File: src/hw/rv_core_pkg.sv
// shared types for the four-stage RV32I subset core
`default_nettype none

package rv_core_pkg;

    typedef logic [31:0] xlen_t;
    typedef logic [4:0]  reg_addr_t;

    localparam xlen_t EBREAK_INSTR = 32'h0010_0073;

    typedef enum logic [6:0] {
        OPC_OP     = 7'b0110011,
        OPC_OP_IMM = 7'b0010011,
        OPC_LUI    = 7'b0110111,
        OPC_BRANCH = 7'b1100011,
        OPC_JAL    = 7'b1101111,
        OPC_SYSTEM = 7'b1110011
    } opcode_e;

    typedef enum logic [3:0] {
        ALU_ADD, ALU_SUB, ALU_AND, ALU_OR, ALU_XOR, ALU_SLT,
        ALU_SLTU, ALU_SLL, ALU_SRL, ALU_SRA,
        ALU_PASS_B  // lui
    } alu_op_e;

    typedef enum logic [2:0] {
        CTL_NONE, CTL_BEQ, CTL_BNE, CTL_JAL, CTL_EBREAK, CTL_ILLEGAL
    } ctl_kind_e;

    typedef struct packed {
        logic  valid;
        xlen_t pc;
        xlen_t instr;
    } fetch_pkt_t;

    typedef struct packed {
        logic      valid;
        xlen_t     pc;
        alu_op_e   alu_op;
        xlen_t     src_a;
        xlen_t     src_b;
        xlen_t     rs2_val;  // branch compare operand
        xlen_t     imm;
        reg_addr_t rd;
        logic      rd_we;
        ctl_kind_e ctl_kind;
    } exec_pkt_t;

    typedef struct packed {
        logic      valid;
        xlen_t     pc;
        reg_addr_t rd;
        logic      rd_we;
        xlen_t     wdata;
        logic      illegal;
        logic      ebreak;
    } retire_t;

    typedef struct packed {
        logic  valid;
        xlen_t target;
    } redirect_t;

endpackage

`default_nettype wire

File: src/hw/rv_fetch.sv
// instruction fetch with pc and a Wishbone classic read master
`timescale 1ns/1ps
`default_nettype none

module rv_fetch #(
    parameter rv_core_pkg::xlen_t RESET_PC = '0
) (
    input  wire logic                   clk_i,
    input  wire logic                   rst_n_i,
    input  rv_core_pkg::redirect_t      redirect_i,
    input  wire logic                   halt_i,
    output logic                        wb_cyc_o,
    output logic                        wb_stb_o,
    output logic                        wb_we_o,
    output rv_core_pkg::xlen_t          wb_adr_o,
    input  rv_core_pkg::xlen_t          wb_dat_i,
    input  wire logic                   wb_ack_i,
    output rv_core_pkg::fetch_pkt_t     fetch_o
);

    typedef enum logic {
        IDLE,
        BUSY
    } state_e;

    state_e             state_q;
    rv_core_pkg::xlen_t pc_q;      // address of the next cycle to issue
    rv_core_pkg::xlen_t adr_q;     // address of the open cycle
    logic               squash_q;  // redirect seen while cycle open
    logic               stop_q;    // ebreak fetched, wait for halt or redirect
    rv_core_pkg::xlen_t next_pc;
    logic               take;
    logic               start;

    assign next_pc = redirect_i.valid ? redirect_i.target : pc_q;
    assign take    = (state_q == BUSY) && wb_ack_i && !squash_q && !redirect_i.valid;
    // an older redirect reopens fetch after a shadowed ebreak
    assign start   = (state_q == IDLE) && !halt_i && (!stop_q || redirect_i.valid);

    always_ff @(posedge clk_i) begin
        if (!rst_n_i) begin
            state_q  <= IDLE;
            pc_q     <= RESET_PC;
            squash_q <= 1'b0;
            stop_q   <= 1'b0;
        end else begin
            pc_q <= start ? next_pc + 32'd4 : next_pc;
            if (redirect_i.valid) begin
                stop_q <= 1'b0;
            end else if (take && wb_dat_i == rv_core_pkg::EBREAK_INSTR) begin
                stop_q <= 1'b1;
            end
            case (state_q)
                IDLE: begin
                    if (start) begin
                        state_q <= BUSY;
                        adr_q   <= next_pc;
                    end
                end
                BUSY: begin
                    if (wb_ack_i) begin
                        state_q  <= IDLE;  // cyc drops for one cycle
                        squash_q <= 1'b0;
                    end else if (redirect_i.valid) begin
                        squash_q <= 1'b1;
                    end
                end
                default: state_q <= IDLE;
            endcase
        end
    end

    assign wb_cyc_o = (state_q == BUSY);
    assign wb_stb_o = (state_q == BUSY);
    assign wb_we_o  = 1'b0;
    assign wb_adr_o = adr_q;

    assign fetch_o.valid = take;
    assign fetch_o.pc    = adr_q;
    assign fetch_o.instr = wb_dat_i;

endmodule

`default_nettype wire

File: src/hw/rv_decode.sv
// IF/ID register, instruction decode, immediates and operand forwarding
`timescale 1ns/1ps
`default_nettype none

module rv_decode (
    input  wire logic                   clk_i,
    input  wire logic                   rst_n_i,
    input  rv_core_pkg::fetch_pkt_t     fetch_i,
    input  rv_core_pkg::redirect_t      redirect_i,
    input  wire logic                   ex_fwd_we_i,
    input  rv_core_pkg::reg_addr_t      ex_fwd_rd_i,
    input  rv_core_pkg::xlen_t          ex_fwd_data_i,
    output rv_core_pkg::reg_addr_t      rf_raddr_a_o,
    output rv_core_pkg::reg_addr_t      rf_raddr_b_o,
    input  rv_core_pkg::xlen_t          rf_rdata_a_i,
    input  rv_core_pkg::xlen_t          rf_rdata_b_i,
    output rv_core_pkg::exec_pkt_t      exec_o
);

    rv_core_pkg::fetch_pkt_t if_id_q;
    rv_core_pkg::xlen_t      instr;
    rv_core_pkg::opcode_e    opcode;
    logic [2:0]              funct3;
    logic [6:0]              funct7;
    rv_core_pkg::reg_addr_t  rs1;
    rv_core_pkg::reg_addr_t  rs2;
    rv_core_pkg::reg_addr_t  rd;
    rv_core_pkg::xlen_t      imm_i, imm_u, imm_b, imm_j;
    rv_core_pkg::xlen_t      rs1_val, rs2_val;
    logic                    alt;
    logic                    f7_ok;
    rv_core_pkg::alu_op_e    f3_op;
    rv_core_pkg::alu_op_e    alu_op;
    rv_core_pkg::ctl_kind_e  kind;
    rv_core_pkg::xlen_t      imm;
    logic                    rd_wr;
    logic                    use_imm;

    always_ff @(posedge clk_i) begin
        if_id_q <= fetch_i;
        if (!rst_n_i) begin
            if_id_q.valid <= 1'b0;
        end
    end

    assign instr  = if_id_q.instr;
    assign opcode = rv_core_pkg::opcode_e'(instr[6:0]);
    assign funct3 = instr[14:12];
    assign funct7 = instr[31:25];
    assign rs1    = instr[19:15];
    assign rs2    = instr[24:20];
    assign rd     = instr[11:7];

    assign imm_i = {{20{instr[31]}}, instr[31:20]};
    assign imm_u = {instr[31:12], 12'd0};
    assign imm_b = {{19{instr[31]}}, instr[31], instr[7], instr[30:25], instr[11:8], 1'b0};
    assign imm_j = {{11{instr[31]}}, instr[31], instr[19:12], instr[20], instr[30:21], 1'b0};

    // execute result wins over the register file
    assign rf_raddr_a_o = rs1;
    assign rf_raddr_b_o = rs2;
    assign rs1_val = (ex_fwd_we_i && ex_fwd_rd_i == rs1 && rs1 != '0) ? ex_fwd_data_i
                                                                      : rf_rdata_a_i;
    assign rs2_val = (ex_fwd_we_i && ex_fwd_rd_i == rs2 && rs2 != '0) ? ex_fwd_data_i
                                                                      : rf_rdata_b_i;

    // bit 30 selects sub only for OP, sra for both
    assign alt   = instr[30] && (funct3 == 3'b101 || opcode == rv_core_pkg::OPC_OP);
    assign f7_ok = (funct7 == 7'h00) || (funct7 == 7'h20 && (funct3 == 3'b000 || funct3 == 3'b101));

    always_comb begin
        case (funct3)
            3'b000:  f3_op = alt ? rv_core_pkg::ALU_SUB : rv_core_pkg::ALU_ADD;
            3'b001:  f3_op = rv_core_pkg::ALU_SLL;
            3'b010:  f3_op = rv_core_pkg::ALU_SLT;
            3'b011:  f3_op = rv_core_pkg::ALU_SLTU;
            3'b100:  f3_op = rv_core_pkg::ALU_XOR;
            3'b101:  f3_op = alt ? rv_core_pkg::ALU_SRA : rv_core_pkg::ALU_SRL;
            3'b110:  f3_op = rv_core_pkg::ALU_OR;
            default: f3_op = rv_core_pkg::ALU_AND;
        endcase
    end

    always_comb begin
        kind    = rv_core_pkg::CTL_ILLEGAL;  // anything unmatched
        alu_op  = rv_core_pkg::ALU_ADD;
        imm     = imm_i;
        rd_wr   = 1'b0;
        use_imm = 1'b0;
        case (opcode)
            rv_core_pkg::OPC_OP: begin
                alu_op = f3_op;
                if (f7_ok) begin
                    kind  = rv_core_pkg::CTL_NONE;
                    rd_wr = 1'b1;
                end
            end
            rv_core_pkg::OPC_OP_IMM: begin
                alu_op  = f3_op;
                use_imm = 1'b1;
                if (funct3[1:0] != 2'b01 || f7_ok) begin  // shifts check funct7
                    kind  = rv_core_pkg::CTL_NONE;
                    rd_wr = 1'b1;
                end
            end
            rv_core_pkg::OPC_LUI: begin
                kind    = rv_core_pkg::CTL_NONE;
                alu_op  = rv_core_pkg::ALU_PASS_B;
                imm     = imm_u;
                use_imm = 1'b1;
                rd_wr   = 1'b1;
            end
            rv_core_pkg::OPC_BRANCH: begin
                imm = imm_b;
                if (funct3 == 3'b000) kind = rv_core_pkg::CTL_BEQ;
                if (funct3 == 3'b001) kind = rv_core_pkg::CTL_BNE;
            end
            rv_core_pkg::OPC_JAL: begin
                kind  = rv_core_pkg::CTL_JAL;
                imm   = imm_j;
                rd_wr = 1'b1;
            end
            rv_core_pkg::OPC_SYSTEM: begin
                if (instr == rv_core_pkg::EBREAK_INSTR) kind = rv_core_pkg::CTL_EBREAK;
            end
            default: kind = rv_core_pkg::CTL_ILLEGAL;
        endcase
    end

    assign exec_o.valid    = if_id_q.valid && !redirect_i.valid;  // killed by taken branch
    assign exec_o.pc       = if_id_q.pc;
    assign exec_o.alu_op   = alu_op;
    assign exec_o.src_a    = rs1_val;
    assign exec_o.src_b    = use_imm ? imm : rs2_val;
    assign exec_o.rs2_val  = rs2_val;
    assign exec_o.imm      = imm;
    assign exec_o.rd       = rd;
    assign exec_o.rd_we    = rd_wr && rd != '0;
    assign exec_o.ctl_kind = kind;

endmodule

`default_nettype wire

File: src/hw/rv_regfile.sv
// 32 x 32 register file, x0 reads zero, same-cycle write visible on read
`timescale 1ns/1ps
`default_nettype none

module rv_regfile (
    input  wire logic               clk_i,
    input  wire logic               we_i,
    input  rv_core_pkg::reg_addr_t  waddr_i,
    input  rv_core_pkg::reg_addr_t  raddr_a_i,
    input  rv_core_pkg::reg_addr_t  raddr_b_i,
    input  rv_core_pkg::xlen_t      wdata_i,
    output rv_core_pkg::xlen_t      rdata_a_o,
    output rv_core_pkg::xlen_t      rdata_b_o
);

    rv_core_pkg::xlen_t regs_q [32];

    always_ff @(posedge clk_i) begin
        if (we_i && waddr_i != '0) begin
            regs_q[waddr_i] <= wdata_i;
        end
    end

    // write-through on matching address
    assign rdata_a_o = (raddr_a_i == '0) ? '0 :
                       (we_i && waddr_i == raddr_a_i) ? wdata_i : regs_q[raddr_a_i];
    assign rdata_b_o = (raddr_b_i == '0) ? '0 :
                       (we_i && waddr_i == raddr_b_i) ? wdata_i : regs_q[raddr_b_i];

endmodule

`default_nettype wire

File: src/hw/rv_execute.sv
// ID/EX register, ALU, branch resolution and the writeback/retire register
`timescale 1ns/1ps
`default_nettype none

module rv_execute (
    input  wire logic                   clk_i,
    input  wire logic                   rst_n_i,
    input  rv_core_pkg::exec_pkt_t      exec_i,
    output rv_core_pkg::redirect_t      redirect_o,
    output logic                        fwd_we_o,
    output rv_core_pkg::reg_addr_t      fwd_rd_o,
    output rv_core_pkg::xlen_t          fwd_data_o,
    output logic                        rf_we_o,
    output rv_core_pkg::reg_addr_t      rf_waddr_o,
    output rv_core_pkg::xlen_t          rf_wdata_o,
    output rv_core_pkg::retire_t        retire_o,
    output logic                        halt_o
);

    rv_core_pkg::exec_pkt_t ex_q;
    rv_core_pkg::retire_t   wb_q;
    logic                   halt_q;
    rv_core_pkg::xlen_t     alu_res;
    rv_core_pkg::xlen_t     result;
    logic [4:0]             shamt;
    logic                   equal;
    logic                   taken;

    always_ff @(posedge clk_i) begin
        ex_q <= exec_i;
        if (!rst_n_i) begin
            ex_q.valid <= 1'b0;
        end
    end

    assign shamt = ex_q.src_b[4:0];

    always_comb begin
        case (ex_q.alu_op)
            rv_core_pkg::ALU_ADD:    alu_res = ex_q.src_a + ex_q.src_b;
            rv_core_pkg::ALU_SUB:    alu_res = ex_q.src_a - ex_q.src_b;
            rv_core_pkg::ALU_AND:    alu_res = ex_q.src_a & ex_q.src_b;
            rv_core_pkg::ALU_OR:     alu_res = ex_q.src_a | ex_q.src_b;
            rv_core_pkg::ALU_XOR:    alu_res = ex_q.src_a ^ ex_q.src_b;
            rv_core_pkg::ALU_SLT:    alu_res = {31'd0, $signed(ex_q.src_a) < $signed(ex_q.src_b)};
            rv_core_pkg::ALU_SLTU:   alu_res = {31'd0, ex_q.src_a < ex_q.src_b};
            rv_core_pkg::ALU_SLL:    alu_res = ex_q.src_a << shamt;
            rv_core_pkg::ALU_SRL:    alu_res = ex_q.src_a >> shamt;
            rv_core_pkg::ALU_SRA:    alu_res = $signed(ex_q.src_a) >>> shamt;
            rv_core_pkg::ALU_PASS_B: alu_res = ex_q.src_b;
            default:                 alu_res = '0;
        endcase
    end

    // jal links pc + 4
    assign result = (ex_q.ctl_kind == rv_core_pkg::CTL_JAL) ? ex_q.pc + 32'd4 : alu_res;

    assign equal = (ex_q.src_a == ex_q.rs2_val);
    assign taken = ex_q.valid && ((ex_q.ctl_kind == rv_core_pkg::CTL_BEQ && equal) ||
                                  (ex_q.ctl_kind == rv_core_pkg::CTL_BNE && !equal) ||
                                  ex_q.ctl_kind == rv_core_pkg::CTL_JAL);

    assign redirect_o.valid  = taken;
    assign redirect_o.target = ex_q.pc + ex_q.imm;

    assign fwd_we_o   = ex_q.valid && ex_q.rd_we;
    assign fwd_rd_o   = ex_q.rd;
    assign fwd_data_o = result;

    always_ff @(posedge clk_i) begin
        wb_q.pc      <= ex_q.pc;
        wb_q.rd      <= ex_q.rd;
        wb_q.rd_we   <= ex_q.rd_we;
        wb_q.wdata   <= result;
        wb_q.illegal <= (ex_q.ctl_kind == rv_core_pkg::CTL_ILLEGAL);
        wb_q.ebreak  <= (ex_q.ctl_kind == rv_core_pkg::CTL_EBREAK);
        if (!rst_n_i) begin
            wb_q.valid <= 1'b0;
            halt_q     <= 1'b0;
        end else begin
            wb_q.valid <= ex_q.valid;
            if (ex_q.valid && ex_q.ctl_kind == rv_core_pkg::CTL_EBREAK) begin
                halt_q <= 1'b1;  // sticky until reset
            end
        end
    end

    assign rf_we_o    = wb_q.valid && wb_q.rd_we;
    assign rf_waddr_o = wb_q.rd;
    assign rf_wdata_o = wb_q.wdata;
    assign retire_o   = wb_q;
    assign halt_o     = halt_q;

endmodule

`default_nettype wire

File: src/hw/rv_core_top.sv
// core top level joining fetch, decode, register file and execute
`timescale 1ns/1ps
`default_nettype none

module rv_core_top #(
    parameter rv_core_pkg::xlen_t RESET_PC = '0
) (
    input  wire logic               clk_i,
    input  wire logic               rst_n_i,
    output logic                    wb_cyc_o,
    output logic                    wb_stb_o,
    output logic                    wb_we_o,
    output rv_core_pkg::xlen_t      wb_adr_o,
    input  rv_core_pkg::xlen_t      wb_dat_i,
    input  wire logic               wb_ack_i,
    output rv_core_pkg::retire_t    retire_o,
    output logic                    halt_o
);

    rv_core_pkg::fetch_pkt_t fetch_pkt;
    rv_core_pkg::exec_pkt_t  exec_pkt;
    rv_core_pkg::redirect_t  redirect;
    logic                    fwd_we;
    rv_core_pkg::reg_addr_t  fwd_rd;
    rv_core_pkg::xlen_t      fwd_data;
    rv_core_pkg::reg_addr_t  rf_raddr_a, rf_raddr_b, rf_waddr;
    rv_core_pkg::xlen_t      rf_rdata_a, rf_rdata_b, rf_wdata;
    logic                    rf_we;

    rv_fetch #(
        .RESET_PC   (RESET_PC)
    ) u_fetch (
        .clk_i      (clk_i),
        .rst_n_i    (rst_n_i),
        .redirect_i (redirect),
        .halt_i     (halt_o),
        .wb_cyc_o   (wb_cyc_o),
        .wb_stb_o   (wb_stb_o),
        .wb_we_o    (wb_we_o),
        .wb_adr_o   (wb_adr_o),
        .wb_dat_i   (wb_dat_i),
        .wb_ack_i   (wb_ack_i),
        .fetch_o    (fetch_pkt)
    );

    rv_decode u_decode (
        .clk_i         (clk_i),
        .rst_n_i       (rst_n_i),
        .fetch_i       (fetch_pkt),
        .redirect_i    (redirect),
        .ex_fwd_we_i   (fwd_we),
        .ex_fwd_rd_i   (fwd_rd),
        .ex_fwd_data_i (fwd_data),
        .rf_raddr_a_o  (rf_raddr_a),
        .rf_raddr_b_o  (rf_raddr_b),
        .rf_rdata_a_i  (rf_rdata_a),
        .rf_rdata_b_i  (rf_rdata_b),
        .exec_o        (exec_pkt)
    );

    rv_regfile u_regfile (
        .clk_i     (clk_i),
        .we_i      (rf_we),
        .waddr_i   (rf_waddr),
        .raddr_a_i (rf_raddr_a),
        .raddr_b_i (rf_raddr_b),
        .wdata_i   (rf_wdata),
        .rdata_a_o (rf_rdata_a),
        .rdata_b_o (rf_rdata_b)
    );

    rv_execute u_execute (
        .clk_i      (clk_i),
        .rst_n_i    (rst_n_i),
        .exec_i     (exec_pkt),
        .redirect_o (redirect),
        .fwd_we_o   (fwd_we),
        .fwd_rd_o   (fwd_rd),
        .fwd_data_o (fwd_data),
        .rf_we_o    (rf_we),
        .rf_waddr_o (rf_waddr),
        .rf_wdata_o (rf_wdata),
        .retire_o   (retire_o),
        .halt_o     (halt_o)
    );

endmodule

`default_nettype wire

File: config.mk
export PLATFORM = sky130hd
export DESIGN_NAME = rv_core_top
export DESIGN_NICKNAME = d
export VERILOG_FILES = /design/src/hw/rv_core_pkg.sv /design/src/hw/rv_fetch.sv /design/src/hw/rv_decode.sv /design/src/hw/rv_regfile.sv /design/src/hw/rv_execute.sv /design/src/hw/rv_core_top.sv
export SDC_FILE = /design/constraint.sdc
export NUM_CORES = 2
export LEC_CHECK = 0
export CAP_MARGIN = 10
export CORE_AREA = 2 2 424 426
export DETAILED_ROUTE_END_ITERATION = 7
export DIE_AREA = 0 0 426 428
export DONT_BUFFER_PORTS = 1
export RECOVER_POWER = 100
export SETUP_SLACK_MARGIN = 0.3
export SLEW_MARGIN = 15
export SYNTH_ARGS = -nofsm -noshare
export SYNTH_HDL_FRONTEND = slang
export SYNTH_SLANG_ARGS = --single-unit
File: constraint.sdc
create_clock -name clk_i -period 10.9 [get_ports clk_i]
set_input_delay 0.545 -clock clk_i [delete_from_list [all_inputs] [get_ports clk_i]]
set_output_delay 0.545 -clock clk_i [all_outputs]
set_load 0.05 [all_outputs]
==> run summary <==
Reg clk slew, reported paths = 0.07 ns
Num Clock Sinks = 1404
Root Buffer = clkbuf_16
Initial detailed-routing violation count = 5779
Gpl congestion = 1.01
DP Area = 73600 sq um
Final wirelength = 244000 um
Largest area contributor in the netlist = edfxtp_1
R2R setup slack = 3.62 ns
Htree depth = 4
Leakage = 26.5 nW
Share of layout cells above drive strength 1 = 21.8%
Async set-reset flop share out of synthesis = 0%
Hold buffers post-CTS = 35
Area contributors post-synth = edfxtp_1 45%, mux4_2 22%, dfxtp_1 9.9%
Most frequent cell after synthesis = edfxtp_1
Critical-path maximum fanout = 58
Top cell type's share of synthesized area = 44.9%
Largest net degree at the start of global routing = 105
Total grt overflow = 0
Ports = 144
Routed Antenna Nets = 0
Die X = 426 um
CTS-repair resized insts = 0
WL/cell = 33.6 um
Outcome = complete, but fails checks
Setup CP Type = reg -> reg
Mapped Area = 70600 sq um
CTS tree = built
First-pass DRT Iterations = 7
Dpl hpwl = 157000 um
Post-synthesis cell count = 4800
Post-synthesis sequential area ratio = 54.8%
Clock latency on the worst-skew pair = 0.81 ns
DRC violations left = 0
Vias per cell = 6.34
CP required = 11.63 ns
Worst Skew = 0.0539 ns
Synth Flop Type = edfxtp_1
Peak supply drop = 0.121 mV
TritonCTS Buffers = 152
Post-CTS Setup Inserts = 0
Die H = 428 um
Worst path arrival time = 8.01 ns
# Max-Cap Violations = 77
Syn-to-layout area delta = 11.3%
R2R Path Start = u_execute.ex_q[128]$_DFF_P_
RSZ-0062 raised after global routing = no
Final Cycle Share = 66.8%
Hold path start = wb_dat_i[24]
Syn_area_per_cell = 14.7 sq um
Initial Util = 39.7%
Final instance area = 78600 sq um
Vias in the first global route = 45.8k
Slew @ Worst Pin = 3.97 ns
Clock tree buffer depth = 3
Overall Global Routing Usage = 26.5%
Min-delay worst type = in -> reg
Kind of end point of the critical path = flop
Nets = 4964
Cell variety after synth = 98
Die area = 182000 sq um
Input/output buffers = 0
Yosys reg bits = 1404
Rel. slew slack = -164%
Rows = 155
Worst Setup Start Kind = flop
Failing checks = capacitance limit, slew limit
Core ar. = 178000 sq um
Setup violators final = 0
Pwr Density = 192 nW/um^2
Reg2Reg Depth = 14
Vias = 46.2k
Post-synth EDFFs = 1056
Top cells by count, synth = 1056 x edfxtp_1, 697 x mux4_2, 348 x dfxtp_1
Total power = 15.1 mW
R2r endpoint = u_fetch.pc_q[28]$_SDFF_PN0_
Synth warnings = 0
Count of final hold-check violations = 0
Final Critical Period = 7.28 ns
Hold EP = u_fetch.stop_q$_SDFFE_PP0P_
Fmax = 137 MHz
Global-route wire length before repair = 345000 um
WHS Path Cells = 5
Initial antenna violation count = 21
Setup tns final = 0 ns
Fin. max-slew vios = 2373
-- cell usage in the layout (no fill, tap or decap), types with 14 or more instances in the layout --
master | netlist | layout
o211ai_1 | 25 | 25
a21o_1 | 47 | 47
or3_1 | 19 | 20
a22oi_1 | 21 | 21
nand3_1 | 60 | 59
and2_1 | 32 | 22
and3_1 | 35 | 35
inv_1 | 153 | 153
clkbuf_1 | 227 | 75
nor2_1 | 319 | 293
xnor2_1 | 77 | 77
a21oi_1 | 203 | 203
nor4_1 | 29 | 28
o31ai_1 | 17 | 18
nor3_1 | 62 | 60
ha_1 | 137 | 137
dlygate4sd3_1 | 0 | 35
dfxtp_1 | 348 | 333
a211oi_1 | 34 | 34
o21bai_1 | 24 | 24
nand2_1 | 265 | 265
buf_4 | 4 | 62
clkinv_2 | 0 | 23
xor2_1 | 64 | 64
a31oi_1 | 33 | 33
edfxtp_1 | 1056 | 1056
mux4_2 | 697 | 697
o22ai_1 | 57 | 58
nor2_4 | 0 | 24
nand2b_1 | 14 | 14
nor2b_1 | 17 | 17
diode_2 | 0 | 16
mux2_2 | 26 | 17
a221oi_1 | 25 | 25
clkinv_1 | 0 | 29
conb_1 | 1 | 33
clkbuf_16 | 0 | 156
nand4_1 | 30 | 30
mux2i_1 | 116 | 116
o21ai_0 | 202 | 205
-- kinds of logic (layout without fill, tap and decap cells) --
family | count (synthesis) | after routing | share of synthesized area [%]
other cells | 1 | 49 | 0.00531
buf+inv | 500 | 579 | 2.81
mux | 841 | 841 | 24.3
fa+ha+maj | 140 | 140 | 2.51
simple gates | 934 | 934 | 6.16
xor+xnor | 141 | 141 | 1.75
flops | 1404 | 1404 | 54.8
compound gates | 839 | 839 | 7.65
-- worst max-delay path by stage --
stage | depth (start not counted) | endpoint | from | slack, ns
floorplan | 3 | u_regfile.regs_q[1][0]$_DFFE_PP_ | u_execute.rf_waddr_o[0]$_DFF_P_ | 6.06
CTS | 14 | u_fetch.pc_q[28]$_SDFF_PN0_ | u_execute.ex_q[123]$_DFF_P_ | 5.57
detailed placement | 14 | u_fetch.pc_q[28]$_SDFF_PN0_ | u_execute.ex_q[123]$_DFF_P_ | 5.56
global route | 14 | u_fetch.pc_q[28]$_SDFF_PN0_ | u_execute.ex_q[123]$_DFF_P_ | 2.98
finish | 14 | u_fetch.pc_q[28]$_SDFF_PN0_ | u_execute.ex_q[128]$_DFF_P_ | 3.62
global placement | 14 | u_fetch.pc_q[28]$_SDFF_PN0_ | u_execute.ex_q[123]$_DFF_P_ | 5.70
-- worst max-delay path: stages (launching register included) --
cell and delay [ns]:
dfxtp_1 0.68, xor2_1 0.22, nor4_1 0.60, nand4_1 0.37, o2111ai_1 0.38, and2_0 2.20
nor2_1 0.14, nor2_1 0.34, ha_1 0.23, nand2_1 0.10, o21bai_1 0.28, and4bb_1 0.50
nor3b_1 0.57, or4b_1 0.47, o21ai_0 0.07
-- per-layer routing --
layer / global-route usage [%] / part of all wire (%)
met5: 0 / 0.0053
met4: 12.1 / 5.2
met3: 5.22 / 8.6
met2: 42.8 / 48
met1: 34.4 / 38
-- power breakdown --
| group | internal [mW] | switching, mW |
|---|---|---|
| Sequential | 6.54 | 1.02 |
| Combinational | 0.889 | 1.48 |
| Clock | 2.93 | 2.22 |
| Total | 10.4 | 4.72 |
-- state kept, by name, indices dropped and copies added (netlist names) --
name / flops
u_decode.exec_o: 32
u_decode.if_id_q: 1
u_decode.instr: 32
u_execute.ex_q: 169
u_execute.fwd_rd_o: 5
u_execute.halt_o: 1
u_execute.retire_o: 36
u_execute.rf_waddr_o: 5
u_execute.rf_wdata_o: 32
u_fetch.pc_q: 32
u_fetch.squash_q: 1
u_fetch.stop_q: 1
u_fetch.wb_adr_o: 32
u_fetch.wb_cyc_o: 1
u_regfile.regs_q: 1024
-- per-stage QoR --
stage / setup WS, ns / instances / util, % / hold slack [ns]
floorplan: 6.06 / 4832 / - / 0.310
global placement: 5.70 / 6955 / 41.4 / 0.309
detailed placement: 5.56 / 6955 / 41.4 / 0.312
CTS: 5.57 / 7266 / 44.4 / 0.101
global route: 2.98 / 7280 / 44.2 / 0.121
finish: 3.62 / 7282 / 44.2 / 0.132
-- cell type report --
| type | count | area, sq um |
|---|---|---|
| flip-flops and latches | 1404 | 38700 |
| inverters | 156 | 586 |
| multi-input cells | 2928 | 30300 |
| diodes | 16 | 40.0 |
| fillers | 15900 | 99100 |
| clock buffers | 189 | 4070 |
| repair buffers | 147 | 1070 |
| well taps | 2355 | 2950 |
| clock inverters | 87 | 876 |
(Power assumes the default switching activity.)
